### config.mk
export PLATFORM = sky130hd
export DESIGN_NAME = smc_top
export DESIGN_NICKNAME = d
export VERILOG_FILES = /design/src/design/smc_pkg.sv /design/src/design/smc_access_if.sv /design/src/design/smc_access_decode.sv /design/src/design/smc_counters.sv /design/src/design/smc_state.sv /design/src/design/smc_mac_data.sv /design/src/design/smc_top.sv
export VERILOG_INCLUDE_DIRS = /design/src /design/src/design
export SDC_FILE = /design/constraint.sdc
export NUM_CORES = 1
export LEC_CHECK = 0
export BUFFER_PORTS_ARGS = -buffer_cell sky130_fd_sc_hd__buf_2
export CAP_MARGIN = 20
export CORE_ASPECT_RATIO = 2
export CORE_MARGIN = 1.5
export CORE_UTILIZATION = 59
export CTS_BUF_LIST = sky130_fd_sc_hd__clkbuf_2 sky130_fd_sc_hd__clkbuf_4 sky130_fd_sc_hd__clkbuf_8
export DETAILED_ROUTE_END_ITERATION = 12
export PLACE_DENSITY = 0.86
export SYNTH_ARGS = -nofsm -noshare
export SYNTH_HDL_FRONTEND = slang
export SYNTH_SLANG_ARGS = --single-unit
### constraint.sdc
create_clock -name sys_clk30 -period 4.92 [get_ports sys_clk30]
set_input_delay 0.984 -clock sys_clk30 [delete_from_list [all_inputs] [get_ports sys_clk30]]
set_output_delay 0.984 -clock sys_clk30 [all_outputs]
set_load 0.05 [all_outputs]
### src/design/smc_defs.svh
// Bank count and fixed chip-select timings, included wherever widths or timings are needed
`ifndef SMC_DEFS_SVH
`define SMC_DEFS_SVH

// ------------------------------------------------------------
// Bank decode
// ------------------------------------------------------------
`define SMC_NUM_BANKS     2   // Chip selects on the memory bus
`define SMC_BANK_SEL_BIT  15  // Host address bit picking the bank

// ------------------------------------------------------------
// Bank 0, fast part
// ------------------------------------------------------------
`define SMC_B0_CSLE  0  // Leading-edge cycles
`define SMC_B0_WS    1  // Wait states, strobe is ws+1 wide
`define SMC_B0_OETE  0  // Read sample point before strobe end
`define SMC_B0_CSTE  0  // Trailing-edge (float) cycles

// ------------------------------------------------------------
// Bank 1, slow part
// ------------------------------------------------------------
`define SMC_B1_CSLE  2
`define SMC_B1_WS    4
`define SMC_B1_OETE  1
`define SMC_B1_CSTE  2

`endif

### src/design/smc_pkg.sv
// Shared types of the static memory controller, referenced by scoped name from RTL and testbench
package smc_pkg;

  // ------------------------------------------------------------
  // Access FSM, one-hot
  // ------------------------------------------------------------
  typedef enum logic [4:0]
  {
    st_idle  = 5'b00001,  // No access running
    st_store = 5'b00010,  // Timings loaded, CS still high
    st_le    = 5'b00100,  // CS low, strobes high
    st_rw    = 5'b01000,  // Strobe low
    st_float = 5'b10000   // CS low after strobe
  } smc_state_e;

  // ------------------------------------------------------------
  // Widths that carry a meaning
  // ------------------------------------------------------------
  typedef logic [7:0]  ws_count_t;    // Wait-state count
  typedef logic [1:0]  edge_count_t;  // LE, TE and OE-end counts
  typedef logic [15:0] host_addr_t;   // Host byte address
  typedef logic [31:0] host_data_t;   // Host data word
  typedef logic [7:0]  mem_data_t;    // External data byte
  typedef logic [1:0]  xfer_size_t;   // 0 byte, 1 half, 2 word
  typedef logic        bank_t;        // Chip-select index

endpackage

### src/design/smc_access_if.sv
// Access description passed from the decoder to the execute and result stages
`include "smc_defs.svh"

interface smc_access_if;

  logic                         new_access;  // Request pending, not yet taken
  logic                         n_read;      // Pending direction, low for read
  logic                         n_r_read;    // Direction of running access
  logic [`SMC_NUM_BANKS-1:0]    cs;          // Pending bank, one-hot
  smc_pkg::bank_t               r_cs;        // Bank of running access
  smc_pkg::edge_count_t         csle_store;  // Stored timings of running access
  smc_pkg::ws_count_t           ws_store;
  smc_pkg::edge_count_t         oete_store;
  smc_pkg::edge_count_t         cste_store;
  smc_pkg::host_addr_t          addr;        // Base address of running access
  smc_pkg::xfer_size_t          size;
  smc_pkg::host_data_t          wdata;

  modport decode
  (
    output new_access, n_read, n_r_read, cs, r_cs,
    output csle_store, ws_store, oete_store, cste_store,
    output addr, size, wdata
  );

  modport execute
  (
    input new_access, n_read, n_r_read, cs, r_cs,
    input csle_store, ws_store, oete_store, cste_store
  );

  modport result
  (
    input n_r_read, r_cs, addr, size, wdata
  );

endinterface

### src/design/smc_access_decode.sv
// Decode stage, holds off the host request and loads bank, direction and timings on accept
`include "smc_defs.svh"

module smc_access_decode
(
  input  logic                 sys_clk30,
  input  logic                 n_sys_reset30,
  input  logic                 req,
  input  logic                 write,
  input  smc_pkg::host_addr_t  addr,
  input  smc_pkg::xfer_size_t  size,
  input  smc_pkg::host_data_t  wdata,
  input  logic                 valid_access,
  smc_access_if.decode         acc
);

  logic                  r_accepted;  // Accept seen last cycle
  smc_pkg::bank_t        bank;        // Bank of pending request
  smc_pkg::edge_count_t  csle;
  smc_pkg::ws_count_t    ws;
  smc_pkg::edge_count_t  oete;
  smc_pkg::edge_count_t  cste;

  assign bank = addr[`SMC_BANK_SEL_BIT];

  // Host still holds the old request until the falling edge after accept
  assign acc.new_access = req & ~r_accepted;
  assign acc.n_read     = write;  // Low means read

  always_comb
  begin
    acc.cs       = '0;
    acc.cs[bank] = 1'b1;
  end

  // ------------------------------------------------------------
  // Bank timing lookup
  // ------------------------------------------------------------
  always_comb
  begin
    if (bank == 1'b0)
    begin
      csle = smc_pkg::edge_count_t'(`SMC_B0_CSLE);
      ws   = smc_pkg::ws_count_t'(`SMC_B0_WS);
      oete = smc_pkg::edge_count_t'(`SMC_B0_OETE);
      cste = smc_pkg::edge_count_t'(`SMC_B0_CSTE);
    end
    else
    begin
      csle = smc_pkg::edge_count_t'(`SMC_B1_CSLE);
      ws   = smc_pkg::ws_count_t'(`SMC_B1_WS);
      oete = smc_pkg::edge_count_t'(`SMC_B1_OETE);
      cste = smc_pkg::edge_count_t'(`SMC_B1_CSTE);
    end
    // Zero-lead bank gets one float cycle so adjacent strobes stay apart
    if (csle == 2'd0 && cste == 2'd0)
      cste = 2'd1;
  end

  always_ff @(posedge sys_clk30 or negedge n_sys_reset30)
  begin
    if (!n_sys_reset30)
    begin
      r_accepted   <= 1'b0;
      acc.n_r_read <= 1'b0;
      acc.r_cs     <= 1'b0;
    end
    else
    begin
      r_accepted <= valid_access;
      if (valid_access)
      begin
        acc.n_r_read <= write;
        acc.r_cs     <= bank;
      end
    end
  end

  // Held for the whole access
  always_ff @(posedge sys_clk30)
  begin
    if (valid_access)
    begin
      acc.csle_store <= csle;
      acc.ws_store   <= ws;
      acc.oete_store <= oete;
      acc.cste_store <= cste;
      acc.addr       <= addr;
      acc.size       <= size;
      acc.wdata      <= wdata;
    end
  end

endmodule

### src/design/smc_counters.sv
// Execute-side leading-edge, wait-state and trailing-edge counters driven by the access FSM
module smc_counters
(
  input  logic                  sys_clk30,
  input  logic                  n_sys_reset30,
  smc_access_if.execute         acc,
  input  logic                  le_enable,
  input  logic                  ws_enable,
  input  logic                  cste_enable,
  input  logic                  valid_access,
  output smc_pkg::edge_count_t  r_csle_count,
  output smc_pkg::edge_count_t  r_cste_count,
  output smc_pkg::ws_count_t    r_ws_count
);

  // Edge counters hold span-1 on entry and reach zero in the last cycle
  function automatic smc_pkg::edge_count_t edge_next
  (
    input logic                  en,
    input logic                  restart,
    input smc_pkg::edge_count_t  count,
    input smc_pkg::edge_count_t  span
  );
    if (!en)
      return '0;                 // Idle value, ready for next load
    else if (count == 2'd0 || restart)
      return span - 2'd1;
    else
      return count - 2'd1;
  endfunction

  // ------------------------------------------------------------
  // Counter registers
  // ------------------------------------------------------------
  always_ff @(posedge sys_clk30 or negedge n_sys_reset30)
  begin
    if (!n_sys_reset30)
    begin
      r_csle_count <= '0;
      r_cste_count <= '0;
      r_ws_count   <= '0;
    end
    else
    begin
      // Reloaded on every beat from the stored bank timing
      r_csle_count <= edge_next(le_enable, valid_access, r_csle_count, acc.csle_store);
      r_cste_count <= edge_next(cste_enable, valid_access, r_cste_count, acc.cste_store);

      if (!ws_enable)
        r_ws_count <= '0;
      else if (r_ws_count == 8'd0 || valid_access)
        r_ws_count <= acc.ws_store;  // Strobe start, also RW to RW
      else
        r_ws_count <= r_ws_count - 8'd1;
    end
  end

endmodule

### src/design/smc_state.sv
// Access FSM, sequences store, leading edge, strobe and float phases and accepts back-to-back
module smc_state
(
  input  logic                  sys_clk30,
  input  logic                  n_sys_reset30,
  smc_access_if.execute         acc,
  input  smc_pkg::edge_count_t  r_csle_count,
  input  smc_pkg::edge_count_t  r_cste_count,
  input  smc_pkg::ws_count_t    r_ws_count,
  input  logic                  mac_done,
  output smc_pkg::smc_state_e   r_smc_currentstate,
  output smc_pkg::smc_state_e   smc_nextstate,
  output logic                  cste_enable,
  output logic                  ws_enable,
  output logic                  le_enable,
  output logic                  smc_done,
  output logic                  valid_access,
  output logic                  latch_data,
  output logic                  smc_idle
);

  smc_pkg::smc_state_e  first_phase;  // Where a beat begins
  smc_pkg::smc_state_e  beat_next;    // Where the last beat cycle goes
  logic                 change;       // Pending access needs a store cycle

  // ------------------------------------------------------------
  // Phase decodes
  // ------------------------------------------------------------
  assign smc_idle = (smc_nextstate == smc_pkg::st_idle);

  // Last cycle of a beat, in RW when there is no float
  assign smc_done = ((r_smc_currentstate == smc_pkg::st_rw) &&
                     (r_ws_count == 8'd0) && (acc.cste_store == 2'd0)) ||
                    ((r_smc_currentstate == smc_pkg::st_float) &&
                     (r_cste_count == 2'd0));

  // Read byte sampled oete cycles before the strobe ends
  assign latch_data = (r_smc_currentstate == smc_pkg::st_rw) &&
                      (r_ws_count == smc_pkg::ws_count_t'(acc.oete_store));

  // Counters run while the FSM heads into their phase
  assign le_enable   = (smc_nextstate == smc_pkg::st_le);
  assign ws_enable   = (smc_nextstate == smc_pkg::st_rw);
  assign cste_enable = (smc_nextstate == smc_pkg::st_float);

  // New request taken from idle or on the final beat's done
  assign valid_access = acc.new_access &&
                        ((r_smc_currentstate == smc_pkg::st_idle) ||
                         (smc_done && mac_done));

  // ------------------------------------------------------------
  // Next state
  // ------------------------------------------------------------
  assign change = (acc.n_read != acc.n_r_read) || !acc.cs[acc.r_cs];

  always_comb
  begin
    first_phase = (acc.csle_store != 2'd0) ? smc_pkg::st_le : smc_pkg::st_rw;

    if (!mac_done)
      beat_next = first_phase;                      // Next byte, skips store
    else if (acc.new_access)
      beat_next = change ? smc_pkg::st_store : first_phase;  // Bypass idle
    else
      beat_next = smc_pkg::st_idle;
  end

  always_comb
  begin
    case (r_smc_currentstate)
      smc_pkg::st_idle:
        smc_nextstate = acc.new_access ? smc_pkg::st_store : smc_pkg::st_idle;

      smc_pkg::st_store:
        smc_nextstate = first_phase;

      smc_pkg::st_le:
        smc_nextstate = (r_csle_count == 2'd0) ? smc_pkg::st_rw : smc_pkg::st_le;

      smc_pkg::st_rw:
      begin
        if (r_ws_count != 8'd0)
          smc_nextstate = smc_pkg::st_rw;           // Strobe still held
        else if (acc.cste_store != 2'd0)
          smc_nextstate = smc_pkg::st_float;
        else
          smc_nextstate = beat_next;
      end

      smc_pkg::st_float:
        smc_nextstate = (r_cste_count != 2'd0) ? smc_pkg::st_float : beat_next;

      default:
        smc_nextstate = smc_pkg::st_idle;
    endcase
  end

  always_ff @(posedge sys_clk30 or negedge n_sys_reset30)
  begin
    if (!n_sys_reset30)
      r_smc_currentstate <= smc_pkg::st_idle;
    else
      r_smc_currentstate <= smc_nextstate;
  end

endmodule

### src/design/smc_mac_data.sv
// Result stage, steps byte beats, drives the memory pins and assembles the host read word
`include "smc_defs.svh"

module smc_mac_data
(
  input  logic                       sys_clk30,
  input  logic                       n_sys_reset30,
  smc_access_if.result               acc,
  input  smc_pkg::smc_state_e        r_smc_currentstate,
  input  logic                       smc_done,
  input  logic                       latch_data,
  input  logic                       valid_access,
  output logic                       mac_done,
  output logic                       done,
  output smc_pkg::host_data_t        rdata,
  output logic [`SMC_NUM_BANKS-1:0]  n_mem_cs,
  output logic                       n_mem_oe,
  output logic                       n_mem_we,
  output logic                       mem_wdata_en,
  output smc_pkg::host_addr_t        mem_addr,
  output smc_pkg::mem_data_t         mem_wdata,
  input  smc_pkg::mem_data_t         mem_rdata
);

  logic [1:0]  r_beat;     // Byte beat in the transfer
  logic [1:0]  last_beat;
  logic        cs_active;  // Past store, CS driven
  logic        strobe;

  always_comb
  begin
    case (acc.size)
      2'd0:    last_beat = 2'd0;
      2'd1:    last_beat = 2'd1;
      default: last_beat = 2'd3;
    endcase
  end

  assign mac_done = (r_beat == last_beat);

  always_ff @(posedge sys_clk30 or negedge n_sys_reset30)
  begin
    if (!n_sys_reset30)
    begin
      r_beat <= 2'd0;
      done   <= 1'b0;
    end
    else
    begin
      if (valid_access)
        r_beat <= 2'd0;
      else if (smc_done)
        r_beat <= r_beat + 2'd1;
      done <= smc_done & mac_done;  // One cycle after final beat
    end
  end

  // Read bytes land in lane order
  always_ff @(posedge sys_clk30)
  begin
    if (latch_data && !acc.n_r_read)
      rdata[{r_beat, 3'b000} +: 8] <= mem_rdata;
  end

  // ------------------------------------------------------------
  // External pins
  // ------------------------------------------------------------
  assign mem_addr  = acc.addr + smc_pkg::host_addr_t'(r_beat);
  assign mem_wdata = acc.wdata[{r_beat, 3'b000} +: 8];

  assign cs_active = (r_smc_currentstate != smc_pkg::st_idle) &&
                     (r_smc_currentstate != smc_pkg::st_store);
  assign strobe    = (r_smc_currentstate == smc_pkg::st_rw);

  always_comb
  begin
    n_mem_cs = '1;
    if (cs_active)
      n_mem_cs[acc.r_cs] = 1'b0;
  end

  assign n_mem_oe     = ~(strobe & ~acc.n_r_read);
  assign n_mem_we     = ~(strobe & acc.n_r_read);
  assign mem_wdata_en = cs_active & acc.n_r_read;  // Drive bus for writes only

endmodule

### src/design/smc_top.sv
// Controller top level, plain host and memory pins around decode, execute and result stages
`include "smc_defs.svh"

module smc_top
(
  input  logic                       sys_clk30,
  input  logic                       n_sys_reset30,
  // Host port
  input  logic                       req,
  input  logic                       write,
  input  smc_pkg::host_addr_t        addr,
  input  smc_pkg::xfer_size_t        size,
  input  smc_pkg::host_data_t        wdata,
  output logic                       accept,
  output logic                       done,
  output smc_pkg::host_data_t        rdata,
  output logic                       idle,
  // Memory bus
  output logic [`SMC_NUM_BANKS-1:0]  n_mem_cs,
  output logic                       n_mem_oe,
  output logic                       n_mem_we,
  output smc_pkg::host_addr_t        mem_addr,
  output smc_pkg::mem_data_t         mem_wdata,
  input  smc_pkg::mem_data_t         mem_rdata,
  output logic                       mem_wdata_en
);

  smc_pkg::smc_state_e   r_smc_currentstate;
  smc_pkg::edge_count_t  r_csle_count;
  smc_pkg::edge_count_t  r_cste_count;
  smc_pkg::ws_count_t    r_ws_count;
  logic                  le_enable;
  logic                  ws_enable;
  logic                  cste_enable;
  logic                  smc_done;
  logic                  latch_data;
  logic                  mac_done;

  smc_access_if acc ();

  smc_access_decode decode0
  (
    .sys_clk30     (sys_clk30),
    .n_sys_reset30 (n_sys_reset30),
    .req           (req),
    .write         (write),
    .addr          (addr),
    .size          (size),
    .wdata         (wdata),
    .valid_access  (accept),
    .acc           (acc)
  );

  smc_counters counters0
  (
    .sys_clk30     (sys_clk30),
    .n_sys_reset30 (n_sys_reset30),
    .acc           (acc),
    .le_enable     (le_enable),
    .ws_enable     (ws_enable),
    .cste_enable   (cste_enable),
    .valid_access  (accept),
    .r_csle_count  (r_csle_count),
    .r_cste_count  (r_cste_count),
    .r_ws_count    (r_ws_count)
  );

  smc_state state0
  (
    .sys_clk30          (sys_clk30),
    .n_sys_reset30      (n_sys_reset30),
    .acc                (acc),
    .r_csle_count       (r_csle_count),
    .r_cste_count       (r_cste_count),
    .r_ws_count         (r_ws_count),
    .mac_done           (mac_done),
    .r_smc_currentstate (r_smc_currentstate),
    .smc_nextstate      (),
    .cste_enable        (cste_enable),
    .ws_enable          (ws_enable),
    .le_enable          (le_enable),
    .smc_done           (smc_done),
    .valid_access       (accept),
    .latch_data         (latch_data),
    .smc_idle           (idle)
  );

  smc_mac_data mac0
  (
    .sys_clk30          (sys_clk30),
    .n_sys_reset30      (n_sys_reset30),
    .acc                (acc),
    .r_smc_currentstate (r_smc_currentstate),
    .smc_done           (smc_done),
    .latch_data         (latch_data),
    .valid_access       (accept),
    .mac_done           (mac_done),
    .done               (done),
    .rdata              (rdata),
    .n_mem_cs           (n_mem_cs),
    .n_mem_oe           (n_mem_oe),
    .n_mem_we           (n_mem_we),
    .mem_wdata_en       (mem_wdata_en),
    .mem_addr           (mem_addr),
    .mem_wdata          (mem_wdata),
    .mem_rdata          (mem_rdata)
  );

endmodule

==> flow_summary.json, run 1 <==
{
  "synth_edf_count": 85,
  "clk_latency_ns": 0.38,
  "drive_gt1_share_pct": 35.2,
  "ctsHtreeMaxLevel": 3,
  "dieArea_sq_um": 8510,
  "seqCellArea_sq_um": 3130,
  "p_leak_uw": 0.00222,
  "synth_top_flop_cell": "edfxtp_1",
  "cp_max_fo": 18,
  "fin_crit_ns": 3.96,
  "drv_cap": 0,
  "ant_nets": 0,
  "diodes": 0,
  "synthArstFlopShare_pct": 21.3,
  "place_inst": 535,
  "startpoint_type": "flop",
  "totalWireLength_microns": 9560,
  "drtPass1Iterations": 4,
  "synthCells": 319,
  "num_rows": 45,
  "via_per_inst": 5.58,
  "clockRootBuffer": "clkbuf_8",
  "grt_max_degree": 57,
  "initial_core_util_pct": 61.1,
  "finalHoldViolCount": 0,
  "worst_slack_ns": 0.955,
  "crit_type": "reg -> out",
  "io_buffer_count": 125,
  "status": "finished clean",
  "comb_power_share_pct": 36.0,
  "die_w_microns": 66.0,
  "rsz0062_at_grt": "false",
  "clkPwrFrac_pct": 17.9,
  "synthDistinctLibCells": 51,
  "hold_depth": 1,
  "cpMaxStageDelayCell": "dfrtp_1",
  "clockBufferDepth": 2,
  "max_freq_ghz": 0.252,
  "switching_share_pct": 40.2,
  "numCtsBuffers": 9,
  "syn_avg_cell_area_sq_um": 14.7,
  "die_h_microns": 129,
  "ctsHoldBuffers": 0,
  "io_pins": 126,
  "timing.slew.headroom_pct": 46.9,
  "grt_pass1_vias": 3238,
  "worstPathRequired_ns": 3.94,
  "grt_usage_pct": 24.2,
  "nFillCells": 510,
  "setup_viol": 0,
  "path_cells": "ha_1 > inv_1 > fa_1 > nor2_1 > nand2_1 > xnor2_1 > buf_2",
  "grt_pass1_wl_microns": 14800,
  "max_stage_delay_ns": 0.88,
  "gp_congestion": 0.846,
  "fin_skew_ns": 0.0167,
  "period_share_pct": 80.6,
  "cts.repair.resized": 0,
  "drc": 0,
  "maxSlewViolCount": 0,
  "vdd_drop_max_mv": 0.686,
  "synth_seq_cells": 108,
  "drtIter0Drc": 242,
  "numClockSinks": 108,
  "multi_input_area_sq_um": 1480,
  "ys_seq_area_share_pct": 66.9,
  "hp-class": "reg -> reg",
  "finalNetCount": 523,
  "core_sq_um": 7660,
  "r2r_cells": 6,
  "post_drt_wl_per_cell_microns": 17.4,
  "p_per_area_nw_per_um2": 509,
  "finalSetupTns_ns": 0,
  "hold_slack_ns": 0.499,
  "cts_tree": "done",
  "p_total_uw": 2850,
  "grt_antenna_before_repair": 0,
  "dr_total_vias": 3072,
  "synthesis.nets": 390,
  "worst_slew_pin_slew_ns": 0.797,
  "place_ws_ns": 1.38,
  "cts.clk_slew.worst_paths_ns": 0.11,
  "end_kind": "primary output",
  "p_int_uw": 1700,
  "critical_path_arrival_ns": 2.98,
  "yosysWarnings": 0,
  "dp_hpwl_microns": 7250,
  "instances_no_fill": 551,
  "mappedNetlistArea_sq_um": 4680,
  "overflow": 0,
  "post_cts_buffers": 0,
  "power.share.sequential_pct": 46.1,
  "switchingPower_uw": 1150,
  "areaGrowthSynthToFinish_pct": 19.6
}
==> sequential cells by signal (all words and copies together), names as in the netlist <==
signal,count
counters0.r_csle_count,2
counters0.r_cste_count,2
counters0.r_ws_count,8
decode0.acc.addr,16
decode0.acc.cste_store,2
decode0.acc.n_r_read,1
decode0.acc.r_cs,1
decode0.acc.size,2
decode0.acc.wdata,32
decode0.acc.ws_store,1
decode0.r_accepted,1
mac0.done,1
mac0.r_beat,2
mac0.rdata,32
state0.r_smc_currentstate,5
==> worst max-delay path: cells and delay by family (launching register included) <==
kind | cells | cell delay [ns]
xor gates and xnor gates | 1 | 0.17
buffers and inverters | 2 | 0.36
adders and majority gates | 2 | 0.77
DFF | 1 | 0.88
and+or+nand+nor | 2 | 0.42
==> power groups by stage <==
stage               logic (uW)  clock network [uW]  registers [uW]
CTS                       1030                 517            1320
global route              1090                 547            1340
floorplan                  796                   0            1300
global placement          1000                   0            1320
detailed placement        1020                   0            1340
finish                    1020                 511            1310
==> cells by family after synthesis <==
kind of cell	count (synthesis)	synth area share, %
compound gates	25	4.20
xor+xnor	24	4.49
fa+ha+maj	9	2.57
buf+inv	17	1.52
flops	108	66.9
mux	10	4.30
simple gates	126	16.1
==> final cells by class <==
type / count / area share, %
flip-flops and latches: 108 / 55.9
multi-input cells: 194 / 26.4
repair buffers: 126 / 11.3
clock buffers: 11 / 2.59
well taps: 94 / 2.10
inverters: 13 / 0.872
clock inverters: 5 / 0.804
==> final timing paths <==
path	slack, ns	to	startpoint
setup / recovery	0.96	mem_addr[10]	mac0.r_beat[0]
hold / removal	0.50	counters0.r_csle_count[0]	counters0.r_csle_count[0]
setup reg to reg	1.90	decode0.acc.size[1]	mac0.r_beat[0]
hold reg to reg	0.50	counters0.r_csle_count[0]	counters0.r_csle_count[0]
max in group asynchronous	3.97	counters0.r_cste_count[1]	n_sys_reset30
min in group asynchronous	0.58	mac0.done	n_sys_reset30
==> Yosys cell counts, types with 3 or more instances <==
cell type	instances	area [sq um]
xnor2_1	16	140
mux4_2	8	180
dfrtp_1	22	551
edfxtp_1	85	2550
nor3b_1	5	37.5
nor4_1	4	25.0
and2_1	38	238
a21oi_1	6	30.0
inv_1	13	48.8
nand3_1	10	50.1
xor2_1	8	70.1
nand3b_1	3	22.5
or3_1	3	18.8
nor2_1	15	56.3
and3_1	5	31.3
nand4_1	6	37.5
nor3_1	9	45.0
a31oi_1	3	18.8
nand2_1	14	52.6
ha_1	8	100
==> stage by stage <==
stage / utilization [%] / cell area [sq um]
2_1_floorplan: - / 4680
3_3_place_gp: 70.6 / 5410
3_5_place_dp: 70.6 / 5410
4_1_cts: 73.1 / 5600
5_1_grt: 73.1 / 5600
6_report: 73.1 / 5600
==> placed cells by master, fill, tap and decap left out, types with 4 or more instances in the layout <==
| master | count |
|---|---|
| and3_1 | 5 |
| nor2_1 | 15 |
| edfxtp_1 | 85 |
| nand2_1 | 14 |
| ha_1 | 8 |
| nor3_1 | 9 |
| and2_1 | 38 |
| nor4_1 | 4 |
| buf_2 | 125 |
| nand4_1 | 6 |
| mux4_2 | 8 |
| xnor2_1 | 16 |
| clkbuf_8 | 10 |
| inv_1 | 12 |
| dfrtp_1 | 22 |
| a21oi_1 | 6 |
| xor2_1 | 8 |
| nand3_1 | 10 |
| nor3b_1 | 5 |
==> routing by layer <==
| layer | global-route usage, % | share of wire [%] | wire length (microns) |
|---|---|---|---|
| met5 | 0 | 0 | 0 |
| met4 | 15.8 | 4.4 | 416 |
| met3 | 4.72 | 5.6 | 537 |
| met2 | 44.7 | 57 | 5410 |
| met1 | 23.2 | 33 | 3200 |
Power figures use the tool's default switching activity.
==> run 2: changes to the inputs <==
- CORE_UTILIZATION: 59 -> 49
- PLACE_DENSITY: 0.86 -> 0.76
- clock period: 4.92 -> 3.6 ns (I/O delays scaled with it)
==> run 2 against run 1 <==
Total power up 37%. Global-route usage down 4.5 points. Sequential share of layout area down 0.32 points. Die area up 20%. Cell area up 0.58%. Via count up 0.49%. Register-to-register slack worse by 1.3 ns. Clock power up 38%. Critical endpoint is now accept.
==> flow_summary.json, run 2 (synthesis results as in run 1) <==
{
  "ctsHtreeMaxLevel": 3,
  "finalSetupTns_ns": 0,
  "clockBufferDepth": 2,
  "period_share_pct": 94.5,
  "clk_latency_ns": 0.39,
  "cpMaxStageDelayCell": "nor4b_1",
  "cp_max_fo": 7,
  "grt_antenna_before_repair": 0,
  "drc": 0,
  "via_per_inst": 5.48,
  "die_h_microns": 141,
  "ctsHoldBuffers": 0,
  "io_buffer_count": 125,
  "gp_congestion": 0.998,
  "p_per_area_nw_per_um2": 692,
  "endpoint": "accept",
  "drtIter0Drc": 164,
  "finalNetCount": 525,
  "startpoint_type": "flop",
  "cts_tree": "done",
  "core_sq_um": 9320,
  "clockRootBuffer": "clkbuf_8",
  "nFillCells": 730,
  "numClockSinks": 108,
  "drtPass1Iterations": 4,
  "drv_cap": 0,
  "p_leak_uw": 0.00223,
  "grt_pass1_wl_microns": 14900,
  "path_cells": "nor4b_1 > nand4_1 > a211oi_2 > nor2_1 > clkinvlp_4 > buf_2",
  "hp-class": "in -> async",
  "post_cts_buffers": 0,
  "worstPathRequired_ns": 2.88,
  "totalWireLength_microns": 9450,
  "maxSlewViolCount": 0,
  "dp_hpwl_microns": 7340,
  "fin_skew_ns": 0.0130,
  "grt_pass1_vias": 3232,
  "max_stage_delay_ns": 0.54,
  "drive_gt1_share_pct": 35.5,
  "worstSetupStartpoint": "decode0.acc.cste_store[0]",
  "r2r-start": "decode0.acc.cste_store[0]",
  "initial_core_util_pct": 50.2,
  "critical_path_arrival_ns": 2.68,
  "die_w_microns": 72.1,
  "fin_crit_ns": 3.40,
  "dr_total_vias": 3087,
  "vdd_drop_max_mv": 0.624,
  "numCtsBuffers": 9,
  "cts.clk_slew.worst_paths_ns": 0.11,
  "grt_usage_pct": 19.7,
  "end_kind": "primary output",
  "areaGrowthSynthToFinish_pct": 20.3,
  "setup_viol": 0,
  "max_freq_ghz": 0.294,
  "post_drt_wl_per_cell_microns": 16.8,
  "overflow": 0,
  "worst_slew_pin_slew_ns": 0.702,
  "rsz0062_at_grt": "false",
  "biggestRegsByFlops": "decode0.acc.wdata (32), mac0.rdata (32), decode0.acc.addr (16)",
  "r2r_slack_ns": 0.63,
  "grt_max_degree": 57,
  "layout_commonest_cell": "buf_2",
  "status": "finished clean",
  "diodes": 0,
  "ant_nets": 0,
  "num_rows": 50,
  "dieArea_sq_um": 10200,
  "crit_type": "reg -> out",
  "mostFrequentLayoutCells": "buf_2, edfxtp_1, and2_1",
  "fin_util_pct": 60.4,
  "r2r_cells": 6,
  "cts.repair.resized": 0,
  "io_pins": 126,
  "finalHoldViolCount": 0,
  "timing.slew.headroom_pct": 53.1,
  "r2r-end": "decode0.acc.wdata[13]"
}
run 2: cell types whose count changed in the layout (fill, tap and decap cells not counted), sizes merged:
cell,change
clkinv,+2
clkbuf,-2
buf,+2
run 2: metal layers:
layer  GRT usage, %  vias to the layer above  share of wire (%)
met5              0                        -                  0
met4           12.1                        0                4.0
met3           4.22                       26                5.5
met2           37.5                      123                 57
met1           18.0                     1479                 33
li1               -                     1459                  -
run 2: worst max-delay path, delay by kind of cell, from the launching register on:
family / cells / cell delay (ns)
buffers and inverters: 2 / 0.38
AOI/OAI and AO/OA: 1 / 0.41
DFF: 1 / 0.44
and+or+nand+nor: 3 / 1.06
run 2: layout make-up:
cell class              instances  area [sq um]  share of cell area (%)
well taps                     104           130                    2.31
multi-input cells             194          1480                    26.3
repair buffers                128           648                    11.5
clock buffers                   9           124                    2.20
flip-flops and latches        108          3130                    55.6
clock inverters                 7          67.6                    1.20
inverters                      13          52.6                   0.933
run 2: metrics by stage:
stage          power [uW]  setup slack (ns)  hold WS (ns)  area [sq um]  std cells
2_1_floorplan        2860             0.406         0.424          4680        319
3_3_place_gp         3190             0.689         0.463          5440        547
3_5_place_dp         3220             0.587         0.474          5440        547
4_1_cts              3920             0.152         0.316          5630        563
5_1_grt              4070            0.0190         0.353          5630        563
6_report             3890             0.198         0.301          5630        563
run 2: worst min path at each step:
stage                                    from                        end  cells after the start
finish                          n_sys_reset30  counters0.r_cste_count[1]                      1
global route                    n_sys_reset30  counters0.r_cste_count[1]                      1
CTS                             n_sys_reset30  counters0.r_cste_count[1]                      1
detailed placement  counters0.r_csle_count[0]  counters0.r_csle_count[0]                      1
global placement    counters0.r_csle_count[0]  counters0.r_csle_count[0]                      1
floorplan                       n_sys_reset30  counters0.r_csle_count[0]                      0
run 2: report_power, final:
part | switching, uW | internal [uW]
registers | 136 | 1640
logic | 1010 | 406
clock network | 439 | 268
==> run 3: changes to the inputs <==
- ABC_AREA: not set -> 1
- CORE_UTILIZATION: 49 -> 54
- PLACE_DENSITY: 0.76 -> 0.8
- SKIP_CTS_REPAIR_TIMING: not set -> 1
- clock period: 3.6 -> 3.9 ns (I/O delays scaled with it)
==> run 3 against run 2 <==
Sequential cell count did not move. Total power down 3.8%. Clock power down 6.5%. Area after synthesis is 1.0% higher. Non-clock buffer count stayed put. First-iteration DRC count grew 62%. Wire length increased by 11%. Sequential share of layout area shrank 0.11 points. Worst hold slack gained 0.075 ns. Critical path type unchanged. Critical endpoint is now mem_addr[14].
==> flow_summary.json, run 3 <==
{
  "max_stage_delay_ns": 0.49,
  "p_leak_uw": 0.00252,
  "maxSlewViolCount": 0,
  "overflow": 0,
  "finalSetupTns_ns": 0,
  "synthDistinctLibCells": 32,
  "drtIter0Drc": 266,
  "yosysWarnings": 0,
  "cpMaxStageDelayCell": "fa_1",
  "cts_tree": "done",
  "ys_seq_area_share_pct": 66.2,
  "synthesis.nets": 491,
  "period_share_pct": 91.0,
  "die_w_microns": 69.2,
  "place_ws_ns": 0.755,
  "synth_top_flop_cell": "edfxtp_1",
  "synthMuxAreaShare_pct": 0,
  "hp-class": "in -> async",
  "num_rows": 48,
  "grt_pass1_wl_microns": 16000,
  "synthCells": 420,
  "grt_pass1_vias": 3526,
  "synth_compound_area_share_pct": 5.19,
  "synth_seq_cells": 108,
  "worst_slack_ns": 0.350,
  "finalNetCount": 620,
  "grt_usage_pct": 22.4,
  "biggestRegsByFlops": "decode0.acc.wdata (32), mac0.rdata (32), decode0.acc.addr (16)",
  "synthArstFlopShare_pct": 21.3,
  "numCtsBuffers": 9,
  "synth_area_leaders": "edfxtp_1, dfrtp_1, nor2_1",
  "r2r_cells": 13,
  "drc": 0,
  "gp_congestion": 0.866,
  "status": "finished clean",
  "vdd_drop_max_mv": 0.585,
  "clockBufferDepth": 2,
  "numClockSinks": 108,
  "synthAdderAreaFrac_pct": 2.54,
  "drv_cap": 0,
  "setup_viol": 0,
  "path_cells": "inv_1 > fa_1 > nor2_1 > nand3_2 > nor3_2 > nand3_2 > nor2_2 > nand3_1 > xnor2_1 > buf_2",
  "crit_type": "reg -> out",
  "r2r-start": "mac0.r_beat[0]",
  "core_sq_um": 8590,
  "max_freq_ghz": 0.282,
  "io_pins": 126,
  "rsz0062_at_grt": "false",
  "p_total_uw": 3740,
  "cpMostUsedCell": "nand3_2",
  "synth_top_family_by_area": "simple AND/OR/NAND/NOR gates",
  "diodes": 0,
  "die_h_microns": 135,
  "dp_hpwl_microns": 8130,
  "r2r_slack_ns": 1.10,
  "critical_path_arrival_ns": 2.77,
  "fin_area_sq_um": 5640,
  "grt_max_degree": 57,
  "cp_max_fo": 11,
  "ant_nets": 0,
  "io_buffer_count": 125,
  "fin_crit_ns": 3.55,
  "totalWireLength_microns": 10500,
  "ctsHtreeMaxLevel": 3,
  "post_drt_wl_per_cell_microns": 16.1,
  "clk_latency_ns": 0.38,
  "synth-simple-area-share_pct": 16.4,
  "dieArea_sq_um": 9360,
  "initial_core_util_pct": 55.1,
  "placed_area_sq_um": 5450,
  "finalHoldViolCount": 0,
  "synth_edf_count": 85,
  "via_per_inst": 5.36,
  "timing.slew.headroom_pct": 52.1,
  "end_kind": "primary output",
  "worst_slew_pin_slew_ns": 0.719,
  "mostFrequentLayoutCells": "buf_2, edfxtp_1, nor2_1",
  "p_per_area_nw_per_um2": 664,
  "synth_xor_area_share_pct": 4.08,
  "drive_gt1_share_pct": 29.6,
  "fin_skew_ns": 0.0155,
  "drtPass1Iterations": 5,
  "cts.clk_slew.worst_paths_ns": 0.11,
  "synth.most_common_cell": "edfxtp_1",
  "worstPathRequired_ns": 3.12,
  "mappedNetlistArea_sq_um": 4730,
  "synth_common_cells": "edfxtp_1, nor2_1, inv_1, nand2_1, o21ai_0",
  "r2r-end": "counters0.r_ws_count[6]",
  "startpoint_type": "flop",
  "yosysTopAreaCell": "edfxtp_1",
  "dr_total_vias": 3506,
  "layout_commonest_cell": "buf_2",
  "areaGrowthSynthToFinish_pct": 19.3,
  "syn_avg_cell_area_sq_um": 11.3,
  "synth.top_cell.area_share_pct": 54.0,
  "grt_antenna_before_repair": 0,
  "clockRootBuffer": "clkbuf_8"
}
[run 3: critical path: cells and delay by family, from the launching register on]
kind	cells	cell delay, ns
buf+inv	2	0.47
xor+xnor	1	0.13
flops	1	0.36
simple gates	6	0.94
fa+ha+maj	1	0.49
[run 3: final cells by class]
cell class              instances  area [sq um]
clock buffers                   9           124
clock inverters                 7          67.6
fillers                       661          2950
inverters                      58           218
multi-input cells             244          1330
flip-flops and latches        108          3130
well taps                     100           125
repair buffers                128           648
[run 3: power breakdown]
part	internal, uW	leakage, uW	switching (uW)
clock	251	0.0000962	409
sequential	1520	0.00111	116
combinational	332	0.00132	1120
[run 3: kinds of logic after synthesis]
kind of cell,count (synthesis)
buffers and inverters,68
AOI/OAI and AO/OA,43
and+or+nand+nor,170
xor gates and xnor gates,22
DFF,108
adders and majority gates,9
[run 3: stage by stage]
step | hold WS (ns) | util (%) | std cells
after floorplan | 0.476 | - | 420
after global placement | 0.515 | 63.5 | 638
after detailed placement | 0.521 | 63.5 | 638
after CTS | 0.396 | 65.7 | 654
after global routing | 0.416 | 65.7 | 654
final | 0.376 | 65.7 | 654
[run 3: worst max-delay path by stage]
stage	startpoint	depth (start not counted)	slack, ns	to
2_1_floorplan	mac0.r_beat[1]	10	0.20	mem_addr[14]
3_3_place_gp	mac0.r_beat[1]	10	0.86	mem_addr[14]
3_5_place_dp	mac0.r_beat[1]	10	0.75	mem_addr[14]
4_1_cts	mac0.r_beat[1]	10	0.34	mem_addr[14]
5_1_grt	mac0.r_beat[1]	10	0.13	mem_addr[14]
6_report	mac0.r_beat[1]	10	0.35	mem_addr[14]
[run 3: layer usage]
metal | vias to the layer above | track usage (%) | share of wire, % | wire (microns)
met5 | - | 0 | 0 | 0
met4 | 0 | 12.9 | 4.9 | 511
met3 | 36 | 3.79 | 5.2 | 546
met2 | 154 | 45.2 | 57 | 6040
met1 | 1649 | 19.9 | 32 | 3410
li1 | 1667 | - | - | -
